File: config.mk
export PLATFORM = sky130hd
export DESIGN_NAME = pmu_fpga_top
export DESIGN_NICKNAME = d
export VERILOG_FILES = /design/src/source/pmu_pkg.sv /design/src/source/nvm_fetch.sv /design/src/source/bitstream_decrypt.sv /design/src/source/config_chain_shifter.sv /design/src/source/fabric_core.sv /design/src/source/pmu_fpga_top.sv
export SDC_FILE = /design/constraint.sdc
export NUM_CORES = 1
export LEC_CHECK = 0
export ABC_AREA = 0
export BUFFER_PORTS_ARGS = -buffer_cell sky130_fd_sc_hd__buf_2
export CAP_MARGIN = 20
export CORE_MARGIN = 5
export CORE_UTILIZATION = 41
export CTS_CLUSTER_SIZE = 10
export DETAILED_ROUTE_END_ITERATION = 10
export PLACE_DENSITY = 0.57
export SLEW_MARGIN = 10
export SYNTH_ARGS = -nofsm -noshare
export SYNTH_HDL_FRONTEND = slang
export SYNTH_SLANG_ARGS = --single-unit
export TNS_END_PERCENT = 10
File: constraint.sdc
create_clock -name clk -period 5.1 [get_ports clk]
set_input_delay 0.51 -clock clk [delete_from_list [all_inputs] [get_ports clk]]
set_output_delay 0.51 -clock clk [all_outputs]
set_load 0.01 [all_outputs]
File: src/source/pmu_pkg.sv
package pmu_pkg;

    // ************************************************************
    // image layout and fabric geometry
    // ************************************************************

    localparam int WORD_W        = 32;
    localparam logic [15:0] HDR_MAGIC = 16'h5AC3;
    localparam int CHAIN_WORDS   = 4;
    localparam int CHAIN_BITS    = CHAIN_WORDS * WORD_W;
    localparam int NUM_CELLS     = 8;
    localparam int CELL_CFG_BITS = 16;
    localparam int NUM_PADS_IN   = 24;

    // one NVM read every WORD_PERIOD cycles leaves room for a full word of shifts.
    localparam int WORD_PERIOD   = 36;
    localparam int ADDR_W        = 8;

    localparam int PACE_W        = $clog2(WORD_PERIOD);
    localparam int BIT_CNT_W     = $clog2(WORD_W);
    localparam int WORD_CNT_W    = $clog2(CHAIN_WORDS + 1);
    localparam int IDX_W         = $clog2(CHAIN_WORDS);

    localparam logic [ADDR_W-1:0] HDR_ADDR        = ADDR_W'(0);
    localparam logic [ADDR_W-1:0] KEY_ADDR        = ADDR_W'(1);
    localparam logic [ADDR_W-1:0] FIRST_DATA_ADDR = ADDR_W'(2);
    localparam logic [ADDR_W-1:0] LAST_ADDR       = ADDR_W'(1 + CHAIN_WORDS);

    // ************************************************************
    // stage payloads
    // ************************************************************

    typedef struct packed {
        logic [15:0] magic;
        logic [7:0]  length;
        logic [7:0]  version;
    } hdr_t;

    // the header word is decoded as fields, every other word is raw data.
    typedef union packed {
        hdr_t              hdr;
        logic [WORD_W-1:0] raw;
    } nvm_word_u;

    typedef enum logic [1:0] {
        KIND_HEADER,
        KIND_KEY,
        KIND_DATA
    } word_kind_e;

    typedef struct packed {
        logic             valid;
        word_kind_e       kind;
        logic [IDX_W-1:0] index;
        nvm_word_u        word;
    } fetch_beat_t;

    typedef struct packed {
        logic              valid;
        logic [WORD_W-1:0] word;
    } plain_beat_t;

    typedef struct packed {
        logic prog_en;
        logic ccff_head;
        logic fabric_rst_n;
        logic fabric_clk_en;
    } chain_ctrl_t;

endpackage

File: src/source/nvm_fetch.sv
`timescale 1ns/1ps

module nvm_fetch (
    input  logic                       clk,
    input  logic                       rst_n_i,
    input  logic                       halt_i,
    input  logic [31:0]                mem_data_i,
    output logic [pmu_pkg::ADDR_W-1:0] mem_address_o,
    output logic                       mem_rd_o,
    output pmu_pkg::fetch_beat_t       beat_o
);

    import pmu_pkg::*;

    logic [PACE_W-1:0] pace_q;
    logic [ADDR_W-1:0] addr_q;
    logic              done_q;
    logic              rd_q;
    logic              rd_d_q;
    word_kind_e        kind_q;
    logic [IDX_W-1:0]  idx_q;

    function automatic word_kind_e addr_kind(input logic [ADDR_W-1:0] addr);
        if (addr == HDR_ADDR) begin
            return KIND_HEADER;
        end
        if (addr == KEY_ADDR) begin
            return KIND_KEY;
        end
        return KIND_DATA;
    endfunction

    // the pace counter wraps every WORD_PERIOD cycles and a read goes out at zero.
    always_ff @(posedge clk) begin
        if (!rst_n_i) begin
            pace_q <= '0;
            addr_q <= HDR_ADDR;
            done_q <= 1'b0;
            rd_q   <= 1'b0;
            rd_d_q <= 1'b0;
        end else begin
            rd_d_q <= rd_q;
            rd_q   <= (pace_q == '0) && !done_q && !halt_i;
            if (halt_i) begin
                done_q <= 1'b1;
            end else if (!done_q) begin
                if (pace_q == PACE_W'(WORD_PERIOD - 1)) begin
                    pace_q <= '0;
                    if (addr_q == LAST_ADDR) begin
                        done_q <= 1'b1;
                    end else begin
                        addr_q <= addr_q + 1'b1;
                    end
                end else begin
                    pace_q <= pace_q + 1'b1;
                end
            end
        end
    end

    // tag of the word that comes back on the next cycle.
    always_ff @(posedge clk) begin
        if (rd_q) begin
            kind_q <= addr_kind(addr_q);
            idx_q  <= IDX_W'(addr_q - FIRST_DATA_ADDR);
        end
    end

    assign mem_address_o = addr_q;
    assign mem_rd_o      = rd_q;

    always_comb begin
        beat_o.valid    = rd_d_q;
        beat_o.kind     = kind_q;
        beat_o.index    = idx_q;
        beat_o.word.raw = mem_data_i;
    end

    a_addr_in_image: assert property (@(posedge clk) disable iff (!rst_n_i)
        mem_rd_o |-> (mem_address_o <= LAST_ADDR))
        else $error("read issued past the end of the image");

endmodule

File: src/source/bitstream_decrypt.sv
`timescale 1ns/1ps

module bitstream_decrypt (
    input  logic                 clk,
    input  logic                 rst_n_i,
    input  pmu_pkg::fetch_beat_t beat_i,
    output pmu_pkg::plain_beat_t plain_o,
    output logic                 halt_o,
    output logic                 key_ready_o,
    output logic                 locked_o
);

    import pmu_pkg::*;

    logic              hdr_ok_q;
    logic              key_ready_q;
    logic              locked_q;
    logic              plain_valid_q;
    logic [WORD_W-1:0] key_q;
    logic [WORD_W-1:0] plain_word_q;
    logic              hdr_match;
    logic              key_beat;
    logic              data_beat;

    function automatic logic [WORD_W-1:0] rotl(input logic [WORD_W-1:0] value,
                                               input logic [IDX_W-1:0]  amount);
        logic [2*WORD_W-1:0] doubled;
        doubled = {value, value} << amount;
        return doubled[2*WORD_W-1:WORD_W];
    endfunction

    // the header word is read through its field view.
    assign hdr_match = (beat_i.word.hdr.magic == HDR_MAGIC) &&
                       (beat_i.word.hdr.length == 8'(CHAIN_WORDS));

    assign key_beat  = beat_i.valid && (beat_i.kind == KIND_KEY);
    assign data_beat = beat_i.valid && (beat_i.kind == KIND_DATA);

    always_ff @(posedge clk) begin
        if (!rst_n_i) begin
            hdr_ok_q      <= 1'b0;
            key_ready_q   <= 1'b0;
            locked_q      <= 1'b0;
            plain_valid_q <= 1'b0;
        end else begin
            plain_valid_q <= 1'b0;
            if (beat_i.valid && !locked_q) begin
                unique case (beat_i.kind)
                    KIND_HEADER: begin
                        if (hdr_match) begin
                            hdr_ok_q <= 1'b1;
                        end else begin
                            locked_q <= 1'b1;
                        end
                    end
                    KIND_KEY: begin
                        key_ready_q <= hdr_ok_q;
                    end
                    KIND_DATA: begin
                        plain_valid_q <= key_ready_q;
                    end
                    default: begin
                        plain_valid_q <= 1'b0;
                    end
                endcase
            end
        end
    end

    // ************************************************************
    // key capture and word decryption
    // ************************************************************

    always_ff @(posedge clk) begin
        if (key_beat && hdr_ok_q) begin
            key_q <= beat_i.word.raw;
        end
        if (data_beat) begin
            plain_word_q <= beat_i.word.raw ^ rotl(key_q, beat_i.index);
        end
    end

    assign plain_o.valid = plain_valid_q;
    assign plain_o.word  = plain_word_q;

    // a rejected header stops the fetch stage for good.
    assign halt_o      = locked_q;
    assign locked_o    = locked_q;
    assign key_ready_o = key_ready_q;

    a_lock_excl: assert property (@(posedge clk) disable iff (!rst_n_i)
        !(locked_q && key_ready_q))
        else $error("locked and key_ready both high");

endmodule

File: src/source/config_chain_shifter.sv
`timescale 1ns/1ps

module config_chain_shifter (
    input  logic                 clk,
    input  logic                 rst_n_i,
    input  pmu_pkg::plain_beat_t plain_i,
    output pmu_pkg::chain_ctrl_t chain_o,
    output logic                 core_ready_o
);

    import pmu_pkg::*;

    logic [WORD_W-1:0]     shift_q;
    logic [BIT_CNT_W-1:0]  bit_cnt_q;
    logic [WORD_CNT_W-1:0] word_cnt_q;
    logic                  busy_q;
    logic                  done_q;
    logic                  last_bit;
    logic                  load;

    assign last_bit = (bit_cnt_q == BIT_CNT_W'(WORD_W - 1));
    assign load     = plain_i.valid && !busy_q && !done_q;

    always_ff @(posedge clk) begin
        if (!rst_n_i) begin
            bit_cnt_q  <= '0;
            word_cnt_q <= '0;
            busy_q     <= 1'b0;
            done_q     <= 1'b0;
        end else if (busy_q) begin
            bit_cnt_q <= bit_cnt_q + 1'b1;
            if (last_bit) begin
                busy_q     <= 1'b0;
                word_cnt_q <= word_cnt_q + 1'b1;
                // the final word releases the fabric on the next cycle.
                if (word_cnt_q == WORD_CNT_W'(CHAIN_WORDS - 1)) begin
                    done_q <= 1'b1;
                end
            end
        end else if (load) begin
            busy_q    <= 1'b1;
            bit_cnt_q <= '0;
        end
    end

    // words go out least significant bit first.
    always_ff @(posedge clk) begin
        if (load) begin
            shift_q <= plain_i.word;
        end else if (busy_q) begin
            shift_q <= shift_q >> 1;
        end
    end

    always_comb begin
        chain_o.prog_en       = busy_q;
        chain_o.ccff_head     = shift_q[0];
        chain_o.fabric_rst_n  = done_q;
        chain_o.fabric_clk_en = done_q;
    end

    assign core_ready_o = done_q;

    a_no_prog_when_ready: assert property (@(posedge clk) disable iff (!rst_n_i)
        !(chain_o.prog_en && core_ready_o))
        else $error("chain still programming after core_ready");

    // the fetch pace must leave the shifter idle whenever a word arrives.
    a_idle_on_arrival: assert property (@(posedge clk) disable iff (!rst_n_i)
        plain_i.valid |-> !busy_q)
        else $error("plain word arrived while shifting");

endmodule

File: src/source/fabric_core.sv
`timescale 1ns/1ps

module fabric_core (
    input  logic                            clk,
    input  logic                            rst_n_i,
    input  pmu_pkg::chain_ctrl_t            chain_i,
    input  logic [pmu_pkg::NUM_PADS_IN-1:0] pad_i,
    output logic [pmu_pkg::NUM_CELLS-1:0]   pad_o
);

    import pmu_pkg::*;

    logic [CHAIN_BITS-1:0]                    chain_q;
    logic [NUM_CELLS-1:0][CELL_CFG_BITS-1:0] cell_cfg;
    logic [NUM_CELLS-1:0]                     cell_d;
    logic [NUM_CELLS-1:0]                     cell_q;

    // ************************************************************
    // configuration chain
    // ************************************************************

    // the head bit enters at the top, so the first bit shifted ends up in bit 0.
    always_ff @(posedge clk) begin
        if (chain_i.prog_en) begin
            chain_q <= {chain_i.ccff_head, chain_q[CHAIN_BITS-1:1]};
        end
    end

    // cell k owns chain bits 16k up to 16k+15.
    assign cell_cfg = chain_q;

    // ************************************************************
    // LUT4 cells
    // ************************************************************

    for (genvar k = 0; k < NUM_CELLS; k++) begin : g_cell
        logic       prev_out;
        logic [3:0] lut_idx;

        if (k == 0) begin : g_first
            assign prev_out = 1'b0;
        end else begin : g_chain
            assign prev_out = cell_q[k-1];
        end

        assign lut_idx   = {prev_out, pad_i[3*k+2], pad_i[3*k+1], pad_i[3*k]};
        assign cell_d[k] = cell_cfg[k][lut_idx];
    end

    always_ff @(posedge clk) begin
        if (!rst_n_i || !chain_i.fabric_rst_n) begin
            cell_q <= '0;
        end else if (chain_i.fabric_clk_en) begin
            cell_q <= cell_d;
        end
    end

    assign pad_o = cell_q;

    a_pads_quiet_in_reset: assert property (@(posedge clk) disable iff (!rst_n_i)
        !chain_i.fabric_rst_n |-> (pad_o == '0))
        else $error("fabric outputs active while the fabric is held in reset");

endmodule

File: src/source/pmu_fpga_top.sv
`timescale 1ns/1ps

module pmu_fpga_top (
    input  logic                            clk,
    input  logic                            rst_n_i,
    input  logic [31:0]                     mem_data_i,
    output logic [pmu_pkg::ADDR_W-1:0]      mem_address_o,
    output logic                            mem_rd_o,
    output logic                            key_ready_o,
    output logic                            core_ready_o,
    output logic                            locked_o,
    input  logic [pmu_pkg::NUM_PADS_IN-1:0] fpga_pad_i,
    output logic [pmu_pkg::NUM_CELLS-1:0]   fpga_pad_o
);

    import pmu_pkg::*;

    fetch_beat_t fetch_beat;
    plain_beat_t plain_beat;
    chain_ctrl_t chain_ctrl;
    logic        halt;

    // ************************************************************
    // fetch, decrypt, shift, fabric
    // ************************************************************

    nvm_fetch u_fetch (
        .clk           (clk),
        .rst_n_i       (rst_n_i),
        .halt_i        (halt),
        .mem_data_i    (mem_data_i),
        .mem_address_o (mem_address_o),
        .mem_rd_o      (mem_rd_o),
        .beat_o        (fetch_beat)
    );

    bitstream_decrypt u_decrypt (
        .clk         (clk),
        .rst_n_i     (rst_n_i),
        .beat_i      (fetch_beat),
        .plain_o     (plain_beat),
        .halt_o      (halt),
        .key_ready_o (key_ready_o),
        .locked_o    (locked_o)
    );

    config_chain_shifter u_shifter (
        .clk          (clk),
        .rst_n_i      (rst_n_i),
        .plain_i      (plain_beat),
        .chain_o      (chain_ctrl),
        .core_ready_o (core_ready_o)
    );

    fabric_core u_fabric (
        .clk     (clk),
        .rst_n_i (rst_n_i),
        .chain_i (chain_ctrl),
        .pad_i   (fpga_pad_i),
        .pad_o   (fpga_pad_o)
    );

endmodule

==> Implementation_results.wiki <==
{| class="wikitable"
! Metric !! Value
|-
| Final Cell Area || 12,800 sq um
|-
| Cell count of the worst reg-to-reg path || 5
|-
| Number of input and output port buffers inserted || 77
|-
| Width of the die || 174 um
|-
| Final hold violations || 0
|-
| Clock buffer depth || 3
|-
| Register bit total from synthesis || 267
|-
| Detailed Route Iter0 Violations || 423
|-
| Count of flip-flops with a built-in enable after synthesis || 228
|-
| Layout fillers || 2,299
|-
| Root buffer cell || sky130_fd_sc_hd__clkbuf_16
|-
| Post-synth cell types || 50
|-
| Worst R2R Start || u_shifter.busy_q
|-
| Library cell contributing the largest single delay on the critical path || sky130_fd_sc_hd__inv_1
|-
| Dominant cells by area after synthesis || sky130_fd_sc_hd__edfxtp_1, sky130_fd_sc_hd__mux4_2, sky130_fd_sc_hd__dfxtp_1, sky130_fd_sc_hd__mux2_2, sky130_fd_sc_hd__xor2_1
|-
| Num ports || 78
|-
| Worst-case headroom to the max-slew limit || 49.3%
|-
| H-tree levels || 1
|-
| Layout cells sized above 1 || 27.6%
|-
| Maximum ir drop on the vdd rail || 0.245 mV
|-
| Worst min-delay path class || in -> reg
|-
| Antenna Diode Count || 0
|-
| Synth Area in Simple Gates || 6.96%
|-
| Max Cap Violations || 0
|-
| Area growth syn-to-layout || 15.4%
|-
| Avg Vias per Cell || 5.25
|-
| Net switching share of the total power || 20.2%
|-
| Post-route total power || 4.54 mW
|-
| Die Y-Extent || 174 um
|-
| Area inside the core boundary || 26,700 sq um
|-
| Worst setup startpoint || u_shifter.busy_q
|-
| Kind of start point of the critical path || flip-flop
|-
| Initial cell density of the core || 41.4%
|-
| Logic gate share of total power || 4.3%
|-
| Synthesized-area fraction occupied by adder cells || 1.02%
|-
| Number of nets in the synthesized netlist || 713
|-
| Source-to-sink clock delay at the later pin of the worst-skew pair || 0.55 ns
|-
| Number of logic stages on the critical path including buffering || 5
|-
| Time the worst path needs with I/O delays and setup || 2.37 ns
|-
| Sequential area share after synthesis || 68.9%
|-
| Die Outline Area || 30,400 sq um
|-
| Most frequent cell after synthesis || sky130_fd_sc_hd__edfxtp_1
|-
| Total half-perimeter wirelength after legalization and detailed placement || 13,000 um
|-
| Total buffers and inverters traversed by the critical path || 3
|-
| Worst clock skew || 0.0203 ns
|-
| FMAX || 421 MHz
|-
| Clock slew seen by the registers of the worst setup and hold paths || 0.06 ns
|-
| Gr usage total || 12.6%
|-
| Crit path DAT || 2.62 ns
|-
| Rows || 60
|-
| Via count of the routed design || 5,795
|-
| Remaining global-route overflow || 0
|-
| Synth warnings || 0
|-
| # Post-CTS Setup Buffers || 0
|-
| Post-synth top area share || 61.9%
|-
| Fin. max-slew vios || 0
|-
| Result of the run || finished, final reports clean
|-
| Largest net degree at the start of global routing || 96
|-
| Kind of cell with the highest combined delay on the critical path || buffers and inverters
|-
| Mean cell area of the mapped netlist || 17.1 sq um
|-
| Cell area after synthesis || 11,100 sq um
|-
| Final worst-path cycle share || 46.5%
|-
| Layout Nets || 805
|-
| Vias in the first global route || 5,937
|-
| Post-Synth XOR/XNOR Area || 3.25%
|-
| Chain of cells forming the critical path || nor3b_2 > buf_4 > nor2_1 > inv_1 > buf_16
|-
| Internal power component || 3.62 mW
|-
| Worst slew pin tran || 0.759 ns
|-
| Setup repair after global routing missed its margin || no
|-
| CTS hold repair buffers || 0
|-
| Startpoint of the worst hold path || mem_data_i[1]
|-
| Wirelength, routed || 19,500 um
|-
| Number of instances on the worst hold path || 1
|-
| Antenna violations before repair || 0
|-
| Number of buffers added by the clock tree synthesis step || 31
|-
| Commonest cells in the netlist || sky130_fd_sc_hd__edfxtp_1, sky130_fd_sc_hd__mux4_2, sky130_fd_sc_hd__dfxtp_1, sky130_fd_sc_hd__xor2_1
|-
| Highest cell delay on the worst timing path || 0.55 ns
|-
| Async S/R FF share, synth || 0%
|-
| Post-cts sizing count || 0
|-
| Share of total power in sequential cells || 52.6%
|-
| First-pass iteration count of the detailed router || 5
|-
| Clock share of power || 43.1%
|-
| Library cell with the largest summed area after synthesis || sky130_fd_sc_hd__edfxtp_1
|-
| Setup tns final || 0 ns
|-
| Global placement routability congestion || 0.808
|-
| Remaining number of nets flagged by the antenna check after routing || 0
|-
| Count of endpoints failing setup in the final report || 0
|-
| Instance area at placement || 11,800 sq um
|-
| Power density over the cells || 356 nW/um^2
|-
| Clock sink total || 267
|-
| Remaining design rule violation count || 0
|-
| Type of element capturing the critical path || flip-flop
|-
| Compound-Gate Fraction of Synth Area || 2.67%
|-
| P_sw || 918 uW
|-
| Main flop type after synthesis || sky130_fd_sc_hd__edfxtp_1
|-
| Dominant combinational cell family by area after synthesis || multiplexers
|-
| CTS tree || done
|-
| Synthesized netlist cell count || 646
|-
| CP Class || reg -> reg
|-
| Worst endpoint required time || 5.35 ns
|-
| Global-route wire length before repair || 32,300 um
|-
| Mux contribution to synthesized area || 15.7%
|-
| Worst hold slack || 0.177 ns
|-
| Per-cell routed wire length || 17.7 um
|-
| Leakage component of the power || 4.37 nW
|-
| Maximum net fanout on the critical path || 48
|}
==> cell usage in the layout (no fill, tap or decap), types with 3 or more instances in the layout <==
master,instances
sky130_fd_sc_hd__edfxtp_1,228
sky130_fd_sc_hd__buf_2,77
sky130_fd_sc_hd__mux4_2,48
sky130_fd_sc_hd__dfxtp_1,38
sky130_fd_sc_hd__xor2_1,37
sky130_fd_sc_hd__nor2_1,32
sky130_fd_sc_hd__mux2_2,32
sky130_fd_sc_hd__clkbuf_16,31
sky130_fd_sc_hd__mux2i_1,30
sky130_fd_sc_hd__nand2_1,28
sky130_fd_sc_hd__clkbuf_1,23
sky130_fd_sc_hd__nand3_1,21
sky130_fd_sc_hd__a21oi_1,13
sky130_fd_sc_hd__inv_1,11
sky130_fd_sc_hd__o21ai_0,11
sky130_fd_sc_hd__nand4_1,9
sky130_fd_sc_hd__ha_1,9
sky130_fd_sc_hd__nor2b_1,8
sky130_fd_sc_hd__o2111ai_1,8
sky130_fd_sc_hd__o211ai_1,6
sky130_fd_sc_hd__buf_4,6
sky130_fd_sc_hd__xnor2_1,4
sky130_fd_sc_hd__nor3_1,4
sky130_fd_sc_hd__nand3b_1,4
sky130_fd_sc_hd__nor4_1,3
sky130_fd_sc_hd__and2_1,3
==> power groups by stage <==
stage	Sequential (mW)	Combinational, mW	Clock [mW]
6_report	2.39	0.198	1.96
5_1_grt	2.39	0.220	2.13
4_1_cts	2.39	0.201	2.02
3_5_place_dp	2.43	0.201	0
3_3_place_gp	2.43	0.197	0
2_1_floorplan	2.43	0.139	0
==> sequential cells by signal, indices dropped and copies added (netlist names), 2 cells and up <==
register / count
u_fetch.idx_q: 2
u_decrypt.key_q: 32
u_shifter.bit_cnt_q: 5
u_fetch.pace_q: 6
u_fetch.kind_q: 2
u_fetch.mem_address_o: 8
u_shifter.word_cnt_q: 3
u_fabric.pad_o: 8
u_shifter.shift_q: 32
u_fabric.cell_cfg: 128
u_decrypt.plain_word_q: 32
==> cells by family (layout without fill, tap and decap cells) <==
kind of cell | count (synthesis) | after routing
compound gates | 45 | 45
simple gates | 137 | 137
flops | 267 | 267
xor+xnor | 41 | 41
mux | 110 | 110
buf+inv | 37 | 153
fa+ha+maj | 9 | 9
==> cell type report <==
class	count	area (sq um)	area share [%]
clock buffers	55	876	6.86
clock inverters	2	28.8	0.225
inverters	11	41.3	0.323
multi-input cells	342	3280	25.7
flip-flops and latches	267	7630	59.7
well taps	341	427	3.34
repair buffers	85	485	3.80
==> layer usage <==
metal  track usage, %  wire length (um)  up-vias
li1                 -                 -     2735
met1             19.1              9540     2891
met2             19.1              8750      141
met3             2.54               949       28
met4             2.67               302        0
met5                0                 0        -
==> metrics by stage <==
stage               util, %  std cells  setup slack (ns)
floorplan                 -        646             0.447
finish                 47.8       1103              2.73
CTS                    47.6       1101              2.45
global placement       44.2       1044              2.55
detailed placement     44.2       1044              2.44
global route           47.8       1103              2.52
==> path summary, 6_finish.rpt <==
check | slack, ns | endpoint
setup reg to reg | 2.73 | u_shifter.shift_q[29]
hold / removal | 0.18 | u_decrypt.key_q[1]
hold reg to reg | 0.41 | u_fabric.cell_cfg[127]
setup / recovery | 2.73 | u_shifter.shift_q[29]
Note: power is estimated with default switching activity, not from simulation.
